===== src/hw/axis_out_pkg.sv =====
package axis_out_pkg;

   // host word and stream beat widths
   localparam int DATA_W = 32;
   localparam int TDATA_W = 8;

   // beats carried by one host word
   localparam int LANES = DATA_W / TDATA_W;
   localparam int LANE_W = 2;

   // word buffer between host port and serializer
   localparam int FIFO_DEPTH = 8;
   localparam int FIFO_ADDR_W = 3;

   // level spans 0 to FIFO_DEPTH, one bit wider than the address
   localparam int LEVEL_W = 4;

   // frame length setting, counted in beats
   localparam int NWORDS_W = 16;

   // one buffer entry
   // the host side writes it whole, the serializer reads it lane by lane
   // lane 0 sits in the low byte and goes out first
   typedef union packed {
      logic [DATA_W-1:0] word;
      logic [LANES-1:0][TDATA_W-1:0] lanes;
   } fifo_word_u;

endpackage


===== src/hw/axis_out_fifo.sv =====
`timescale 1ns/1ps

module axis_out_fifo (
   input  logic                                 clk_i,
   input  logic                                 rst_n_i,
   input  logic                                 soft_rst_i,

   // write side
   input  logic                                 push_i,
   input  axis_out_pkg::fifo_word_u             push_data_i,
   output logic                                 full_o,

   // read side, first word falls through
   input  logic                                 pop_i,
   output axis_out_pkg::fifo_word_u             pop_data_o,
   output logic                                 empty_o,

   output logic [axis_out_pkg::LEVEL_W-1:0]     level_o
);

   axis_out_pkg::fifo_word_u mem [axis_out_pkg::FIFO_DEPTH];

   logic [axis_out_pkg::FIFO_ADDR_W-1:0] wr_ptr_q;
   logic [axis_out_pkg::FIFO_ADDR_W-1:0] rd_ptr_q;
   logic [axis_out_pkg::LEVEL_W-1:0]     level_q;

   logic full;
   logic empty;
   logic do_push;
   logic do_pop;

   // flags come straight from the occupancy count
   assign full = (level_q == axis_out_pkg::LEVEL_W'(axis_out_pkg::FIFO_DEPTH));
   assign empty = (level_q == '0);

   // a push into a full buffer is fine when a pop frees a slot at that edge
   assign do_pop = pop_i & ~empty;
   assign do_push = push_i & (~full | do_pop);

   // storage, written on push
   always_ff @(posedge clk_i) begin
      if (do_push) begin
         mem[wr_ptr_q] <= push_data_i;
      end
   end

   // pointers wrap naturally, depth is a power of two
   always_ff @(posedge clk_i or negedge rst_n_i) begin
      if (!rst_n_i) begin
         wr_ptr_q <= '0;
         rd_ptr_q <= '0;
      end else if (soft_rst_i) begin
         wr_ptr_q <= '0;
         rd_ptr_q <= '0;
      end else begin
         if (do_push) begin
            wr_ptr_q <= wr_ptr_q + 1'b1;
         end
         if (do_pop) begin
            rd_ptr_q <= rd_ptr_q + 1'b1;
         end
      end
   end

   // occupancy
   always_ff @(posedge clk_i or negedge rst_n_i) begin
      if (!rst_n_i) begin
         level_q <= '0;
      end else if (soft_rst_i) begin
         level_q <= '0;
      end else if (do_push && !do_pop) begin
         level_q <= level_q + 1'b1;
      end else if (do_pop && !do_push) begin
         level_q <= level_q - 1'b1;
      end
   end

   assign pop_data_o = mem[rd_ptr_q];
   assign full_o = full;
   assign empty_o = empty;
   assign level_o = level_q;

endmodule


===== src/hw/axis_out_top.sv =====
`timescale 1ns/1ps

module axis_out_top (
   input  logic                                 clk_i,
   input  logic                                 rst_n_i,

   // configuration
   input  logic                                 soft_rst_i,
   input  logic                                 enable_i,
   input  logic [axis_out_pkg::NWORDS_W-1:0]    nwords_i,
   input  logic [axis_out_pkg::LEVEL_W-1:0]     threshold_i,

   // host write port
   input  logic                                 wr_req_i,
   input  logic [axis_out_pkg::DATA_W-1:0]      wr_data_i,
   output logic                                 wr_ack_o,

   // stream output
   output logic                                 axis_tvalid_o,
   output logic [axis_out_pkg::TDATA_W-1:0]     axis_tdata_o,
   output logic                                 axis_tlast_o,
   input  logic                                 axis_tready_i,

   // status
   output logic                                 irq_o,
   output logic [axis_out_pkg::LEVEL_W-1:0]     level_o
);

   logic                             push;
   axis_out_pkg::fifo_word_u         push_data;
   logic                             full;
   logic                             pop;
   axis_out_pkg::fifo_word_u         pop_data;
   logic                             empty;
   logic [axis_out_pkg::LEVEL_W-1:0] level;

   host_write_port i_host_write_port (
      .clk_i      (clk_i),
      .rst_n_i    (rst_n_i),
      .soft_rst_i (soft_rst_i),
      .enable_i   (enable_i),
      .wr_req_i   (wr_req_i),
      .wr_data_i  (wr_data_i),
      .wr_ack_o   (wr_ack_o),
      .full_i     (full),
      .push_o     (push),
      .push_data_o(push_data)
   );

   axis_out_fifo i_axis_out_fifo (
      .clk_i      (clk_i),
      .rst_n_i    (rst_n_i),
      .soft_rst_i (soft_rst_i),
      .push_i     (push),
      .push_data_i(push_data),
      .full_o     (full),
      .pop_i      (pop),
      .pop_data_o (pop_data),
      .empty_o    (empty),
      .level_o    (level)
   );

   axis_serializer i_axis_serializer (
      .clk_i        (clk_i),
      .rst_n_i      (rst_n_i),
      .soft_rst_i   (soft_rst_i),
      .enable_i     (enable_i),
      .nwords_i     (nwords_i),
      .pop_data_i   (pop_data),
      .empty_i      (empty),
      .pop_o        (pop),
      .axis_tvalid_o(axis_tvalid_o),
      .axis_tdata_o (axis_tdata_o),
      .axis_tlast_o (axis_tlast_o),
      .axis_tready_i(axis_tready_i)
   );

   // low-water interrupt, stays high while the buffer drains below threshold
   assign irq_o = (level <= threshold_i);
   assign level_o = level;

endmodule


===== src/hw/axis_serializer.sv =====
`timescale 1ns/1ps

module axis_serializer (
   input  logic                                 clk_i,
   input  logic                                 rst_n_i,
   input  logic                                 soft_rst_i,
   input  logic                                 enable_i,

   // frame length in beats, zero behaves as one
   input  logic [axis_out_pkg::NWORDS_W-1:0]    nwords_i,

   // word buffer read side
   input  axis_out_pkg::fifo_word_u             pop_data_i,
   input  logic                                 empty_i,
   output logic                                 pop_o,

   // stream output
   output logic                                 axis_tvalid_o,
   output logic [axis_out_pkg::TDATA_W-1:0]     axis_tdata_o,
   output logic                                 axis_tlast_o,
   input  logic                                 axis_tready_i
);

   // held word and its decode state
   axis_out_pkg::fifo_word_u word_q;
   logic                                 loaded_q;
   logic [axis_out_pkg::LANE_W-1:0]      lane_q;

   // beats already sent in the current frame
   logic [axis_out_pkg::NWORDS_W-1:0]    beat_cnt_q;

   logic [axis_out_pkg::NWORDS_W-1:0]    nwords_eff;
   logic [axis_out_pkg::NWORDS_W-1:0]    beat_cnt_inc;
   logic                                 tvalid;
   logic                                 xfer;
   logic                                 last_lane;
   logic                                 last_beat;
   logic                                 word_done;
   logic                                 pop;

   assign nwords_eff = (nwords_i == '0) ? axis_out_pkg::NWORDS_W'(1) : nwords_i;
   assign beat_cnt_inc = beat_cnt_q + 1'b1;

   // the beat on the wire is number beat_cnt_q + 1 of the frame
   assign last_beat = (beat_cnt_inc == nwords_eff);
   assign last_lane = (lane_q == axis_out_pkg::LANE_W'(axis_out_pkg::LANES - 1));

   // enable low hides the beat but keeps it held
   assign tvalid = loaded_q & enable_i;
   assign xfer = tvalid & axis_tready_i;

   // word is finished after its last lane or after the tlast beat
   // remaining lanes behind tlast are padding and simply dropped here
   assign word_done = xfer & (last_lane | last_beat);

   // refill when empty-handed, or back to back as the held word finishes
   assign pop = enable_i
              & ~empty_i
              & ~soft_rst_i
              & (~loaded_q | word_done);

   // payload register, loaded on every pop
   always_ff @(posedge clk_i) begin
      if (pop) begin
         word_q <= pop_data_i;
      end
   end

   // lane stepping and word ownership
   always_ff @(posedge clk_i or negedge rst_n_i) begin
      if (!rst_n_i) begin
         loaded_q <= 1'b0;
         lane_q <= '0;
      end else if (soft_rst_i) begin
         loaded_q <= 1'b0;
         lane_q <= '0;
      end else if (pop) begin
         // fresh word always starts at lane 0
         loaded_q <= 1'b1;
         lane_q <= '0;
      end else if (word_done) begin
         // nothing waiting in the buffer
         loaded_q <= 1'b0;
         lane_q <= '0;
      end else if (xfer) begin
         lane_q <= lane_q + 1'b1;
      end
   end

   // frame beat counter, cleared by the tlast transfer
   always_ff @(posedge clk_i or negedge rst_n_i) begin
      if (!rst_n_i) begin
         beat_cnt_q <= '0;
      end else if (soft_rst_i) begin
         beat_cnt_q <= '0;
      end else if (xfer) begin
         if (last_beat) begin
            beat_cnt_q <= '0;
         end else begin
            beat_cnt_q <= beat_cnt_inc;
         end
      end
   end

   assign pop_o = pop;

   assign axis_tvalid_o = tvalid;
   assign axis_tdata_o = word_q.lanes[lane_q];
   assign axis_tlast_o = tvalid & last_beat;

endmodule


===== src/hw/host_write_port.sv =====
`timescale 1ns/1ps

module host_write_port (
   input  logic                                 clk_i,
   input  logic                                 rst_n_i,
   input  logic                                 soft_rst_i,
   input  logic                                 enable_i,

   // four-phase host write port
   input  logic                                 wr_req_i,
   input  logic [axis_out_pkg::DATA_W-1:0]      wr_data_i,
   output logic                                 wr_ack_o,

   // push side of the word buffer
   input  logic                                 full_i,
   output logic                                 push_o,
   output axis_out_pkg::fifo_word_u             push_data_o
);

   // request tracker, low is idle and high is acknowledged
   logic ack_q;
   logic push;

   // a new request is taken only from idle
   // back-pressure comes from holding off the push, and with it the ack
   assign push = wr_req_i
               & ~ack_q
               & enable_i
               & ~full_i
               & ~soft_rst_i;

   always_ff @(posedge clk_i or negedge rst_n_i) begin
      if (!rst_n_i) begin
         ack_q <= 1'b0;
      end else if (soft_rst_i) begin
         ack_q <= 1'b0;
      end else if (push) begin
         // ack rises at the edge that stores the word
         ack_q <= 1'b1;
      end else if (ack_q && !wr_req_i) begin
         // host has dropped its request, close the handshake
         ack_q <= 1'b0;
      end
   end

   assign wr_ack_o = ack_q;
   assign push_o = push;

   // host keeps data stable while req is high, no need to capture it
   assign push_data_o.word = wr_data_i;

endmodule


===== config.mk =====
export PLATFORM = sky130hd
export DESIGN_NAME = axis_out_top
export DESIGN_NICKNAME = d
export VERILOG_FILES = /design/src/hw/axis_out_pkg.sv /design/src/hw/axis_out_fifo.sv /design/src/hw/axis_out_top.sv /design/src/hw/axis_serializer.sv /design/src/hw/host_write_port.sv
export SDC_FILE = /design/constraint.sdc
export NUM_CORES = 1
export LEC_CHECK = 0
export BUFFER_PORTS_ARGS = -buffer_cell sky130_fd_sc_hd__buf_2
export CAP_MARGIN = 20
export CORE_UTILIZATION = 35
export DETAILED_ROUTE_END_ITERATION = 7
export PLACE_DENSITY_LB_ADDON = 0.2
export SLEW_MARGIN = 20
export SYNTH_ARGS = -nofsm -noshare
export SYNTH_HDL_FRONTEND = slang
export SYNTH_SLANG_ARGS = --single-unit

===== constraint.sdc =====
create_clock -name clk_i -period 8.3 [get_ports clk_i]
set_clock_uncertainty 0.05 [all_clocks]
set_input_delay 1.245 -clock clk_i [delete_from_list [all_inputs] [get_ports clk_i]]
set_output_delay 1.245 -clock clk_i [all_outputs]
set_load 0.01 [all_outputs]

==> Flow_metrics.wiki <==
{| class="wikitable"
! Metric !! Value
|-
| Result of the run || finished, final reports clean
|-
| Vias in the first global route || slightly below 7000
|-
| Clock insertion delay at the later pin of the skew report || 530 ps
|-
| Number of fillers in the final layout || 3351
|-
| Mapped cell area || 13100 sq um
|-
| Fraction of final layout cells sized beyond drive strength 1 || 31.7%
|-
| Cell occurring most often along the worst timing path || nor4_1
|-
| Type of the most critical hold path || reg2reg
|-
| Number of optimization iterations in the first detailed-route pass || 4
|-
| Maximum number of pins on one net before global-route repair || 67
|-
| Library cell contributing the largest single delay on the critical path || nor4_1
|-
| Final instance count without filler cells || about 1300
|-
| Slew @ Worst Pin || 1030 ps
|-
| Worst setup path class || reg2out
|-
| R2R Path End || i_axis_out_fifo.level_o[3]
|-
| Place WS || 3650 ps
|-
| Maximum count of clock buffers along a single path || 3
|-
| Slowest Stage Delay on Critical Path || 570 ps
|-
| First-pass GRT wire length || 42.7 mm
|-
| Hold slack final || 503 ps
|-
| Top-area cell type share of the netlist area || 65.9%
|-
| Sum of routed wire length over all layers || 27.6 mm
|-
| Drt via density || 5.22
|-
| Horizontal extent of the die || 196 um
|-
| Critical path startpoint || i_axis_serializer.beat_cnt_q[0]
|-
| Number of nets in the layout || 862
|-
| Starting density of the core || around 36%
|-
| Number of remaining DRC errors || 0
|-
| Crit path capture type || primary output
|-
| Instance count on the critical path || 9
|-
| Crit path setup slack, layout || about 3400 ps
|-
| Number of post-CTS setup repair buffers || 0
|-
| R2R depth || 15
|-
| Setup tns final || 0 ps
|-
| Diodes inserted || 0
|-
| Wire length on met3 || between 1 and 1.5 mm
|-
| Final critical path time including I/O delays and setup || 4860 ps
|-
| Arrival time reported for the critical path endpoint || 3560 ps
|-
| Total clock buffers created by CTS || 36
|-
| Via count || between 6000 and 7000
|-
| Total of hold buffers inserted after clock tree synthesis || 0
|-
| Post-CTS resize count || 0
|-
| Core Box Area || about 37000 sq um
|-
| Fraction of registers with async set or reset after synthesis || 9.43%
|-
| GR Overflow Total || 0
|-
| Count of state elements after synthesis || 318
|-
| Critical path cell sequence || ha_1 > nand3_1 > nor4_1 > xnor2_1 > nor4_1 > o21ai_1 > nor2_1 > and2_1 > buf_2
|-
| Overall Global Routing Usage || 15.0%
|-
| Top fanout value on the critical path || 8
|-
| Max transition margin || 31.0%
|-
| Most common cell after layout, fill and taps aside || edfxtp_1
|-
| Mean instance size in the synthesized netlist || 18.6 sq um
|-
| DP Area || 14100 sq um
|-
| Hold Violations, Final || 0
|-
| Biggest area consumer among synthesized cells || edfxtp_1
|-
| Part of the total power dissipated in the clock network || 36.5%
|-
| MaxCap Viol Count || 0
|-
| Max rail drop VDD || 158 uV
|-
| Commonest register cell after synthesis || edfxtp_1
|-
| Total I/O pin count || 74
|-
| Clock root buffer || clkbuf_16
|-
| Final-report setup violation count || 0
|-
| Pwr Total || 3.98 mW
|-
| Clock transition at the registers of the reported paths || 60 ps
|-
| Fraction of power spent switching nets || 24.9%
|-
| Capturing instance or port of the critical path || axis_tlast_o
|-
| Number of slew-limit violations in the final report || 0
|-
| Port bufs || 73
|-
| Share of synthesized area occupied by flip-flops and latches || between 70% and 80%
|-
| Clock tree from TritonCTS || built
|-
| Number of enable-type register cells in the synthesized netlist || between 200 and 300
|-
| Clock sinks || 318
|-
| Highest-count cells in the layout ignoring fill and taps || edfxtp_1, buf_2, mux4_2, clkbuf_16, nor2_1
|-
| Routed length on met1 || between 10 and 15 mm
|-
| Final cell area excluding filler cells || about 15000 sq um
|-
| Power Density || 263 nW/um^2
|-
| Cell class contributing the biggest share of worst-path delay || simple AND/OR/NAND/NOR gates
|-
| Number of routed nets with antenna violations || 0
|-
| Synthesis-to-finish area growth || 15.4%
|-
| Data required, critical path || 7010 ps
|-
| Vertical extent of the die || 196 um
|-
| Worst setup slack for register-to-register paths || 4350 ps
|-
| Cell leakage power || 4.99 nW
|-
| Final weighted congestion of routability-driven global placement || 0.798
|-
| Unrepaired setup endpoints after global routing || no
|-
| Internal power || ~3.0 mW
|-
| CTS H-tree lvls || 2
|-
| DIE AREA || 38300 sq um
|-
| Uppermost signal routing layer after detailed routing || met5
|-
| Final period util || about three fifths
|-
| Startpoint of the worst-slack reg-to-reg timing path || i_axis_serializer.beat_cnt_q[0]
|-
| Sequential share of power || between 40% and 50%
|-
| # placed instances || 1223
|-
| Initial antenna violation count || 1
|-
| Final core utilization || 41.2%
|-
| Top achievable clock speed || 206 MHz
|-
| Detailed route wirelength on metal2 || 13.8 mm
|-
| Number of unique standard cell types used by synthesis || 60
|-
| Startpoint kind of the worst setup timing path || flip-flop
|-
| Combinational share of power || 15.0%
|-
| Switching pwr || 0.989 mW
|-
| Number of instances in the synthesized netlist || around 710
|-
| Net count of the mapped netlist || 774
|-
| Cell types with the largest area share after synthesis || edfxtp_1, mux4_2, dfrtp_1
|-
| Count of yosys warnings during synthesis || 0
|-
| First DRT Iteration DRCs || between 300 and 400
|-
| Floorplan row count || 70
|-
| Number of cells traversed by the worst hold path || 2
|-
| DP Wirelength || 15.0 mm
|-
| Buf+Inv Stages, Crit Path || 1
|-
| Wire length per cell || 21.5 um
|}
[cells in the mapped netlist, types with 2 or more instances]
library cell / count
edfxtp_1: 288
mux4_2: 72
nor2_1: 35
mux2_2: 32
nand2_1: 32
dfrtp_1: 30
clkbuf_1: 21
o21ai_0: 20
xnor2_1: 17
a21oi_1: 14
nand3_1: 11
ha_1: 10
inv_1: 9
nor4_1: 9
xor2_1: 9
o21ai_1: 8
buf_1: 7
nor3_1: 7
and3_1: 4
buf_2: 4
mux2i_1: 4
nand3b_1: 4
a211oi_1: 3
a21o_1: 3
nand2b_1: 3
nand4_1: 3
or3_1: 3
a22oi_1: 2
and2_1: 2
and4_1: 2
clkbuf_2: 2
nor2b_1: 2
nor3b_1: 2
nor4b_1: 2
o21ai_2: 2
o31ai_1: 2
o32ai_1: 2
[registers in the layout, indices dropped and copies added (netlist names)]
register and flops:
i_axis_serializer.lane_q 2, i_axis_serializer.beat_cnt_q 16, i_axis_out_fifo.wr_ptr_q 3, i_axis_serializer.loaded_q 1, i_axis_serializer.word_q 32, i_axis_out_fifo.rd_ptr_q 3
i_host_write_port.wr_ack_o 1, i_axis_out_fifo.mem 256, i_axis_out_fifo.level_o 4
[how the worst min path moves through the flow]
stage	startpoint	slack, ps	end
finish	i_axis_serializer.beat_cnt_q[15]	500	i_axis_serializer.beat_cnt_q[15]
global route	i_axis_serializer.beat_cnt_q[15]	560	i_axis_serializer.beat_cnt_q[15]
CTS	i_axis_serializer.beat_cnt_q[15]	510	i_axis_serializer.beat_cnt_q[15]
detailed placement	i_axis_serializer.beat_cnt_q[15]	500	i_axis_serializer.beat_cnt_q[15]
global placement	i_axis_serializer.beat_cnt_q[15]	490	i_axis_serializer.beat_cnt_q[15]
floorplan	i_axis_serializer.beat_cnt_q[14]	450	i_axis_serializer.beat_cnt_q[14]
[worst reg2reg max path, delay by kind of cell, from the launching register on]
kind	cells	cell delay [ps]
simple gates	9	2170
fa+ha+maj	2	540
flops	1	490
compound gates	2	380
xor+xnor	1	170
mux	1	100
[layout make-up]
class,count,area (sq um),area share (%)
clock buffer,43,948,6.26
timing repair buffer,85,455,3.01
tap,468,586,3.86
clock inverter,19,124,0.818
multi-input combinational,343,3600,23.8
sequential,318,9410,62.1
inverter,9,33.8,0.223
[metal layers]
| metal | vias up | global-route usage [%] |
|---|---|---|
| met3 | 50 | 2.92 |
| met5 | - | 0 |
| li1 | 3028 | - |
| met4 | 2 | 3.96 |
| met1 | 3499 | 19.6 |
| met2 | 124 | 25.5 |
[cell families (layout without fill, tap and decap cells)]
kind of cell,after synthesis,after routing,synth area share [%]
AOI/OAI and AO/OA,65,65,3.03
xor gates and xnor gates,27,27,1.92
adders and majority gates,11,11,1.11
buffers and inverters,44,156,1.34
DFF,318,318,71.6
muxes,109,109,15.5
and+or+nand+nor,131,131,5.47
[power by group through the flow]
stage | Clock (mW) | Sequential (mW) | Combinational (mW)
after floorplan | 0 | 1.89 | 0.495
after global placement | 0 | 1.97 | 0.608
after detailed placement | 0 | 1.97 | 0.609
after CTS | 1.49 | 1.94 | 0.613
after global routing | 1.56 | 1.95 | 0.655
final | 1.45 | 1.93 | 0.597
No activity file was read; power rests on OpenSTA's default activity.
